**config.mk**
```make
export PLATFORM = sky130hd
export DESIGN_NAME = tx_frontend
export DESIGN_NICKNAME = d
export VERILOG_FILES = /design/src/logic/tx_frontend_pkg.sv /design/src/logic/iq_correct.sv /design/src/logic/round_sd.sv /design/src/logic/tx_frontend.sv /design/src/logic/tx_settings.sv
export VERILOG_INCLUDE_DIRS = /design/src /design/src/logic
export SDC_FILE = /design/constraint.sdc
export NUM_CORES = 2
export LEC_CHECK = 0
export ABC_AREA = 1
export BUFFER_PORTS_ARGS = -buffer_cell sky130_fd_sc_hd__buf_4
export CAP_MARGIN = 15
export CORE_ASPECT_RATIO = 0.7
export CORE_MARGIN = 2
export CORE_UTILIZATION = 59
export DETAILED_ROUTE_END_ITERATION = 8
export GPL_TIMING_DRIVEN = 0
export HOLD_SLACK_MARGIN = 0.1
export PLACE_DENSITY = 0.86
export SLEW_MARGIN = 40
export SYNTH_ARGS = -nofsm -noshare
export SYNTH_HDL_FRONTEND = slang
export SYNTH_SLANG_ARGS = --single-unit
```
**constraint.sdc**
```tcl
create_clock -name clk -period 7.26 [get_ports clk]
set_input_delay 1.452 -clock clk [delete_from_list [all_inputs] [get_ports clk]]
set_output_delay 1.452 -clock clk [all_outputs]
set_load 0.05 [all_outputs]
```
**src/logic/tx_frontend_params.svh**
```systemverilog
`ifndef TX_FRONTEND_PARAMS_SVH
`define TX_FRONTEND_PARAMS_SVH

// Settings bus
`define TX_SET_ADDR_BITS 8
`define TX_SET_DATA_BITS 32

// Datapath widths
`define TX_SAMPLE_BITS 24
`define TX_CORR_BITS 18
`define TX_DAC_BITS 16

// Offsets from BASE
`define TX_SR_I_DCO 0
`define TX_SR_Q_DCO 1
`define TX_SR_MAG 2
`define TX_SR_PHASE 3
`define TX_SR_MUX 4

// DAC routing, other codes give zero
`define TX_MUX_SEL_BITS 4
`define TX_MUX_I 4'd0
`define TX_MUX_Q 4'd1

`endif

```
**src/logic/tx_frontend_pkg.sv**
```systemverilog
`include "tx_frontend_params.svh"

package tx_frontend_pkg;

   typedef logic signed [`TX_SAMPLE_BITS-1:0] sample_t;
   typedef logic signed [`TX_CORR_BITS-1:0]   corr_t;
   typedef logic [`TX_SET_ADDR_BITS-1:0]      set_addr_t;
   typedef logic [`TX_SET_DATA_BITS-1:0]      set_data_t;
   typedef logic [`TX_MUX_SEL_BITS-1:0]       mux_sel_t;

   typedef struct packed {
      sample_t i;
      sample_t q;
   } iq_t;

   typedef struct packed {
      logic      stb;  // One cycle per write
      set_addr_t addr;
      set_data_t data;
   } set_bus_t;

   typedef struct packed {
      sample_t  i_dco;
      sample_t  q_dco;
      corr_t    mag_corr;
      corr_t    phase_corr;
      mux_sel_t mux_a;
      mux_sel_t mux_b;
   } tx_cfg_t;

endpackage

```
**src/logic/iq_correct.sv**
```systemverilog
`timescale 1ns/1ps
`include "tx_frontend_params.svh"

module iq_correct (
   input  logic                     clk,
   input  logic                     i_rst_n,
   input  tx_frontend_pkg::iq_t     i_tx,
   input  tx_frontend_pkg::tx_cfg_t i_cfg,
   output tx_frontend_pkg::iq_t     o_ofs
);
   import tx_frontend_pkg::*;

   localparam int PROD_BITS  = 2 * `TX_CORR_BITS;
   localparam int CORR_SHIFT = 16;

   typedef logic signed [PROD_BITS-1:0] prod_t;

   // Signed add, clipped to the sample range
   function automatic sample_t sat_add(input sample_t a, input sample_t b);
      logic [`TX_SAMPLE_BITS:0] sum;
      sample_t res;
      sum = {a[`TX_SAMPLE_BITS-1], a} + {b[`TX_SAMPLE_BITS-1], b};
      if (sum[`TX_SAMPLE_BITS] != sum[`TX_SAMPLE_BITS-1]) begin
         if (sum[`TX_SAMPLE_BITS])
            res = {1'b1, {(`TX_SAMPLE_BITS-1){1'b0}}};
         else
            res = {1'b0, {(`TX_SAMPLE_BITS-1){1'b1}}};
      end else begin
         res = sum[`TX_SAMPLE_BITS-1:0];
      end
      return res;
   endfunction

   corr_t   i18;
   prod_t   mag_prod;
   prod_t   phase_prod;
   iq_t     tx_d;
   sample_t mag_fix;
   sample_t phase_fix;
   iq_t     bal;
   iq_t     ofs;

   assign i18 = corr_t'(i_tx.i[`TX_SAMPLE_BITS-1 -: `TX_CORR_BITS]);  // Top of I

   // Stage 1 multiply, sample delayed to match
   always_ff @(posedge clk) begin
      if (!i_rst_n) begin
         mag_prod   <= '0;
         phase_prod <= '0;
         tx_d       <= '0;
      end else begin
         mag_prod   <= i18 * i_cfg.mag_corr;
         phase_prod <= i18 * i_cfg.phase_corr;
         tx_d       <= i_tx;
      end
   end

   assign mag_fix   = sample_t'(mag_prod >>> CORR_SHIFT);
   assign phase_fix = sample_t'(phase_prod >>> CORR_SHIFT);

   // Stage 2 balance, both terms scaled from I
   always_ff @(posedge clk) begin
      if (!i_rst_n) begin
         bal <= '0;
      end else begin
         bal.i <= sat_add(tx_d.i, mag_fix);
         bal.q <= sat_add(tx_d.q, phase_fix);
      end
   end

   // Stage 3 DC offset
   always_ff @(posedge clk) begin
      if (!i_rst_n) begin
         ofs <= '0;
      end else begin
         ofs.i <= sat_add(bal.i, i_cfg.i_dco);
         ofs.q <= sat_add(bal.q, i_cfg.q_dco);
      end
   end

   assign o_ofs = ofs;

endmodule

```
**src/logic/round_sd.sv**
```systemverilog
`timescale 1ns/1ps
`include "tx_frontend_params.svh"

module round_sd #(
   parameter int WIDTH_OUT = `TX_DAC_BITS
) (
   input  logic                        clk,
   input  logic                        i_rst_n,
   input  tx_frontend_pkg::sample_t    i_in,
   output logic signed [WIDTH_OUT-1:0] o_out
);
   import tx_frontend_pkg::*;

   localparam int IN_BITS  = $bits(sample_t);
   localparam int ERR_BITS = IN_BITS - WIDTH_OUT;

   logic [ERR_BITS-1:0]         err;  // Unsigned residue
   logic [IN_BITS:0]            sum;
   logic                        ovf;
   logic signed [WIDTH_OUT-1:0] out_sat;

   assign sum = {i_in[IN_BITS-1], i_in} + {{(WIDTH_OUT+1){1'b0}}, err};
   assign ovf = sum[IN_BITS] != sum[IN_BITS-1];

   always_comb begin
      if (!ovf)
         out_sat = sum[IN_BITS-1:ERR_BITS];
      else if (sum[IN_BITS])
         out_sat = {1'b1, {(WIDTH_OUT-1){1'b0}}};
      else
         out_sat = {1'b0, {(WIDTH_OUT-1){1'b1}}};
   end

   always_ff @(posedge clk) begin
      if (!i_rst_n) begin
         o_out <= '0;
         err   <= '0;
      end else begin
         o_out <= out_sat;
         err   <= ovf ? '0 : sum[ERR_BITS-1:0];  // Drop residue when clipped
      end
   end

endmodule

```
**src/logic/tx_frontend.sv**
```systemverilog
`timescale 1ns/1ps
`include "tx_frontend_params.svh"

module tx_frontend #(
   parameter tx_frontend_pkg::set_addr_t BASE      = '0,
   parameter int                         WIDTH_OUT = `TX_DAC_BITS
) (
   input  logic                        clk,
   input  logic                        i_rst_n,
   input  tx_frontend_pkg::set_bus_t   i_set,
   input  tx_frontend_pkg::iq_t        i_tx,
   output logic signed [WIDTH_OUT-1:0] o_dac_a,
   output logic signed [WIDTH_OUT-1:0] o_dac_b
);
   import tx_frontend_pkg::*;

   typedef logic signed [WIDTH_OUT-1:0] dac_t;

   tx_cfg_t cfg;
   iq_t     ofs;
   dac_t    rnd_i;
   dac_t    rnd_q;

   // I, Q or zero
   function automatic dac_t route(input mux_sel_t sel, input dac_t di, input dac_t dq);
      dac_t res;
      case (sel)
         `TX_MUX_I: res = di;
         `TX_MUX_Q: res = dq;
         default:   res = '0;
      endcase
      return res;
   endfunction

   tx_settings #(.BASE(BASE)) u_settings (
      .clk     (clk),
      .i_rst_n (i_rst_n),
      .i_set   (i_set),
      .o_cfg   (cfg)
   );

   iq_correct u_correct (
      .clk     (clk),
      .i_rst_n (i_rst_n),
      .i_tx    (i_tx),
      .i_cfg   (cfg),
      .o_ofs   (ofs)
   );

   round_sd #(.WIDTH_OUT(WIDTH_OUT)) u_round_i (
      .clk     (clk),
      .i_rst_n (i_rst_n),
      .i_in    (ofs.i),
      .o_out   (rnd_i)
   );

   round_sd #(.WIDTH_OUT(WIDTH_OUT)) u_round_q (
      .clk     (clk),
      .i_rst_n (i_rst_n),
      .i_in    (ofs.q),
      .o_out   (rnd_q)
   );

   always_ff @(posedge clk) begin
      if (!i_rst_n) begin
         o_dac_a <= '0;
         o_dac_b <= '0;
      end else begin
         o_dac_a <= route(cfg.mux_a, rnd_i, rnd_q);
         o_dac_b <= route(cfg.mux_b, rnd_i, rnd_q);
      end
   end

endmodule

```
**src/logic/tx_settings.sv**
```systemverilog
`timescale 1ns/1ps
`include "tx_frontend_params.svh"

module tx_settings #(
   parameter tx_frontend_pkg::set_addr_t BASE = '0
) (
   input  logic                      clk,
   input  logic                      i_rst_n,
   input  tx_frontend_pkg::set_bus_t i_set,
   output tx_frontend_pkg::tx_cfg_t  o_cfg
);
   import tx_frontend_pkg::*;

   localparam set_addr_t ADDR_I_DCO = set_addr_t'(BASE + `TX_SR_I_DCO);
   localparam set_addr_t ADDR_Q_DCO = set_addr_t'(BASE + `TX_SR_Q_DCO);
   localparam set_addr_t ADDR_MAG   = set_addr_t'(BASE + `TX_SR_MAG);
   localparam set_addr_t ADDR_PHASE = set_addr_t'(BASE + `TX_SR_PHASE);
   localparam set_addr_t ADDR_MUX   = set_addr_t'(BASE + `TX_SR_MUX);

   tx_cfg_t cfg_q;

   always_ff @(posedge clk) begin
      if (!i_rst_n) begin
         cfg_q <= '0;
      end else if (i_set.stb) begin
         case (i_set.addr)
            ADDR_I_DCO: cfg_q.i_dco <= sample_t'(i_set.data[`TX_SAMPLE_BITS-1:0]);
            ADDR_Q_DCO: cfg_q.q_dco <= sample_t'(i_set.data[`TX_SAMPLE_BITS-1:0]);
            ADDR_MAG:   cfg_q.mag_corr <= corr_t'(i_set.data[`TX_CORR_BITS-1:0]);
            ADDR_PHASE: cfg_q.phase_corr <= corr_t'(i_set.data[`TX_CORR_BITS-1:0]);
            ADDR_MUX: begin
               // Low nibble DAC A, next nibble DAC B
               cfg_q.mux_a <= i_set.data[`TX_MUX_SEL_BITS-1:0];
               cfg_q.mux_b <= i_set.data[2*`TX_MUX_SEL_BITS-1:`TX_MUX_SEL_BITS];
            end
            default: ;  // Not ours
         endcase
      end
   end

   assign o_cfg = cfg_q;

endmodule

```
==> results.py <==
metrics = {
    "cells_and_area": {
        "most-common-layout-cells": "sky130_fd_sc_hd__nand2_1 (1461), sky130_fd_sc_hd__inv_1 (1460), sky130_fd_sc_hd__fa_1 (660), sky130_fd_sc_hd__nor2_1 (400), sky130_fd_sc_hd__dfxtp_1 (356)",
        "fin_cells": 7096,
        "layout.core_utilization": 0.641,
        "syn2layout_area_growth_pct": 7.32,
        "layout_commonest_cell": "sky130_fd_sc_hd__nand2_1",
        "drive_gt1_frac": 0.0530,
        "layout.nets": 7135,
        "multi_input_combinational_cell_area_um2": 30400,
        "layout.filler_cells": 6320,
        "regArea_um2": 7130,
    },
    "routing": {
        "routed_wire_length_um": 137000,
        "routed_via_density": 5.49,
        "avgRoutedWirePerCell_um": 19.3,
        "ant_nets": 0,
        "drtIter0Drc": 4722,
        "drt_pass1_iterations": 9,
        "detailroute.via_count": 38939,
        "drc": 6,
    },
    "floorplan": {
        "area_of_the_core_um2": 73500,
        "start_util": 0.598,
        "fp.dieArea_um2": 76700,
        "die_width_um": 330,
        "io_pins": 123,
        "std_cell_rows": 83,
        "die_h_um": 232,
    },
    "global_route": {
        "grt_pass1_vias": 38345,
        "grt_overflow": 0,
        "grt_pass1_wl_um": 214000,
        "combined_global_route_utilization_of_all_metal_layers": 0.363,
        "grt_max_degree": 19,
        "number_of_antenna_violations_at_the_first_check_in_global_routing": 4,
    },
    "clock_tree": {
        "cts_tree": "yes",
        "root_buffer": "sky130_fd_sc_hd__clkbuf_16",
        "insertion_delay_to_the_later_sink_of_the_worst_skew_pair_ns": 0.62,
        "clock_tree.buffer_depth": 3,
        "hold_buffers": 0,
        "cts_num_sinks": 356,
        "cts-buffers-inserted": 30,
        "clkTransAtPathRegs_ns": 0.08,
        "htreeDepth": 1,
    },
    "synthesis": {
        "syn-instance-count": 5968,
        "synth_edf_count": 0,
        "ys_ff_latch": 356,
        "synth_top_flop_cell": "sky130_fd_sc_hd__dfxtp_1",
        "synth_area_per_cell_um2": 7.36,
        "async_reset_ff_frac": 0,
        "post_synth_num_cell_types": 45,
        "synth.yosys.seq_area_share": 0.162,
        "synth.net_count": 7009,
        "yosysWarningCount": 0,
        "syn_area_um2": 43900,
    },
    "sta": {
        "setup_viol_count_final": 0,
        "skew_ns": 0.0333,
        "layout_worst_path_cycle_share": 0.973,
        "worst-slew-pin-transition_ns": 0.980,
        "final_max_slew_viol_count": 0,
        "final-hold-violation-count": 0,
        "max_clock_freq_ghz": 0.142,
        "final.min_clock_period_ns": 7.06,
        "max-slew-margin-rel": 0.346,
        "rsz0062_at_grt": "false",
        "timing.setup.tns_ns": 0,
    },
    "critical_path": {
        "reg2reg_depth": 21,
        "endpoint_kind": "register",
        "critPathArrivalTime_ns": 7.55,
        "worstSetupStartpoint": "i_tx[42]",
        "worst_setup_sp_type": "primary input",
        "rrSetupSlack_ns": 0.25,
        "path_max_fanout": 10,
        "crit-reg2reg-launch": "u_settings.o_cfg[12]$_SDFFE_PN0P_",
        "criticalPathCategory": "primary input to register",
        "rr_endpoint": "u_correct.phase_prod[22]$_SDFF_PN0_",
        "crit_required_ns": 7.75,
    },
    "pwr": {
        "switching_share": 0.289,
        "internal-power_mw": 3.28,
        "ir_worst_vdd_mv": 0.161,
        "seqPwrFrac": 0.451,
        "power_frac_comb": 0.148,
        "p_leak_nw": 27.0,
        "power.clock.fraction": 0.401,
        "p_total_mw": 4.61,
        "cellPowerDensity_nw_per_um2": 97.8,
        "power_switching_mw": 1.33,
    },
    "worst_hold_path": {
        "min_to": "u_round_i.o_out[15]$_SDFF_PN0_",
        "timing.hold.worst.start": "u_correct.o_ofs[47]$_SDFF_PN0_",
        "holdCritPathClass": "register to register",
        "min_delay_path_depth": 2,
    },
    "job": {
        "timing.max_cap.violations": 0,
    },
    "placed_design": {
        "numPortBuffers": 94,
        "finalWeightedCongestion": 0.999,
        "numPlacedInstances": 7039,
        "hpwl_um": 112000,
    },
    "outcome": {
        "outcome": "finished, violations left",
        "failed_checks": "design-rule violations",
    },
}
worst max-delay path, stage by stage:
cell,delay [ns]
sky130_fd_sc_hd__clkbuf_2,0.31
sky130_fd_sc_hd__buf_2,0.44
sky130_fd_sc_hd__nand2_1,0.14
sky130_fd_sc_hd__fa_1,0.53
sky130_fd_sc_hd__fa_1,0.52
sky130_fd_sc_hd__fa_1,0.52
sky130_fd_sc_hd__inv_1,0.06
sky130_fd_sc_hd__fa_1,0.54
sky130_fd_sc_hd__fa_1,0.51
sky130_fd_sc_hd__inv_1,0.05
sky130_fd_sc_hd__fa_1,0.53
sky130_fd_sc_hd__inv_1,0.06
sky130_fd_sc_hd__ha_1,0.37
sky130_fd_sc_hd__nand2_1,0.16
sky130_fd_sc_hd__inv_1,0.05
sky130_fd_sc_hd__a21oi_1,0.19
sky130_fd_sc_hd__a21boi_0,0.33
sky130_fd_sc_hd__nand2_1,0.19
sky130_fd_sc_hd__a21boi_0,0.36
sky130_fd_sc_hd__and2_1,0.19
sky130_fd_sc_hd__nor2_1,0.04
flip-flops by register name (all words and copies together), names as in the netlist:
name	flops
u_correct.bal	48
o_dac_a	16
u_correct.mag_prod	20
u_correct.tx_d	48
u_correct.o_ofs	48
u_settings.o_cfg	92
u_round_q.o_out	16
u_correct.phase_prod	20
o_dac_b	16
u_round_i.o_out	16
u_round_i.err	8
u_round_q.err	8
per-layer routing:
| metal | GRT usage | part of all wire | vias to the layer above |
|---|---|---|---|
| met5 | 0 | 0.00021 | - |
| met4 | 0.0957 | 0.030 | 4 |
| met3 | 0.119 | 0.14 | 279 |
| met2 | 0.517 | 0.40 | 2258 |
| met1 | 0.530 | 0.43 | 18361 |
| li1 | - | - | 18037 |
cells in the mapped netlist (4+ instances only):
master	count	area share
sky130_fd_sc_hd__a21boi_0	15	0.0026
sky130_fd_sc_hd__a21o_1	6	0.0010
sky130_fd_sc_hd__a21oi_1	302	0.034
sky130_fd_sc_hd__a21oi_2	24	0.0048
sky130_fd_sc_hd__a31oi_1	4	0.00057
sky130_fd_sc_hd__buf_1	57	0.0049
sky130_fd_sc_hd__buf_2	13	0.0015
sky130_fd_sc_hd__buf_4	13	0.0022
sky130_fd_sc_hd__buf_6	5	0.0013
sky130_fd_sc_hd__clkbuf_1	130	0.011
sky130_fd_sc_hd__dfxtp_1	356	0.16
sky130_fd_sc_hd__fa_1	662	0.30
sky130_fd_sc_hd__ha_1	288	0.082
sky130_fd_sc_hd__inv_1	1460	0.12
sky130_fd_sc_hd__inv_2	4	0.00034
sky130_fd_sc_hd__nand2_1	1461	0.12
sky130_fd_sc_hd__nand2_2	10	0.0014
sky130_fd_sc_hd__nand3_1	220	0.025
sky130_fd_sc_hd__nand3_2	7	0.0016
sky130_fd_sc_hd__nand3b_1	5	0.00085
sky130_fd_sc_hd__nand4_1	55	0.0078
sky130_fd_sc_hd__nor2_1	400	0.034
sky130_fd_sc_hd__nor2_2	5	0.00071
sky130_fd_sc_hd__nor3_1	36	0.0041
sky130_fd_sc_hd__nor4_1	7	0.0010
sky130_fd_sc_hd__o21a_1	12	0.0021
sky130_fd_sc_hd__o21ai_0	201	0.023
sky130_fd_sc_hd__o21ai_1	7	0.00080
sky130_fd_sc_hd__o21bai_1	35	0.0060
sky130_fd_sc_hd__o22ai_1	32	0.0046
sky130_fd_sc_hd__or2_2	4	0.00057
sky130_fd_sc_hd__xnor2_1	46	0.0092
sky130_fd_sc_hd__xor2_1	62	0.012
power by group through the flow:
stage	clock [mW]	sequential (mW)	combinational [mW]
2_1_floorplan	0	2.12	0.394
3_3_place_gp	0	2.12	0.633
3_5_place_dp	0	2.12	0.644
4_1_cts	1.84	2.08	0.653
5_1_grt	1.93	2.09	0.729
6_report	1.85	2.08	0.682
what timing repair did:
action	in CTS	in global routing
pin swaps	0	1
buffers inserted	0	2
gates cloned	0	0
gates resized for setup	31	63
setup endpoints to repair	34	34
how the worst max path moves through the flow:
stage                                           to  slack (ns)  depth (start not counted)
2_1_floorplan    u_correct.mag_prod[35]$_SDFF_PN0_        0.39                         20
3_3_place_gp     u_correct.mag_prod[35]$_SDFF_PN0_       -1.05                         21
3_5_place_dp     u_correct.mag_prod[35]$_SDFF_PN0_       -1.08                         21
4_1_cts        u_correct.phase_prod[22]$_SDFF_PN0_       0.009                         23
5_1_grt        u_correct.phase_prod[22]$_SDFF_PN0_       0.002                         23
6_report       u_correct.phase_prod[22]$_SDFF_PN0_        0.20                         21
logic make-up (layout without fill, tap and decap cells):
kind of cell               after synthesis  in the layout  share of synthesized area
buffers and inverters                 1682           1831                      0.146
DFF                                    356            356                      0.162
and+or+nand+nor                       2228           2228                      0.206
adders and majority gates              950            950                      0.384
xor gates and xnor gates               108            108                     0.0215
other                                    0              2                          0
AOI/OAI and AO/OA                      644            644                     0.0807
metrics by stage:
| step | hold slack, ns | setup slack [ns] | area (um2) |
|---|---|---|---|
| 5_1_grt | 0.567 | 0.00245 | 47100 |
| 3_3_place_gp | 0.494 | -1.05 | 45900 |
| 6_report | 0.521 | 0.196 | 47100 |
| 4_1_cts | 0.519 | 0.00913 | 47000 |
| 2_1_floorplan | 0.441 | 0.386 | 43900 |
| 3_5_place_dp | 0.503 | -1.08 | 45900 |
area by class of cell:
type	instances	area share
plain buffers	216	0.0222
diodes	2	0.000106
flip-flops and latches	356	0.151
multi-input cells	3930	0.645
repair buffers	96	0.0156
clock buffers	37	0.0176
inverters	1464	0.117
well taps	977	0.0259
clock inverters	18	0.00597
(Power assumes the default switching activity.)
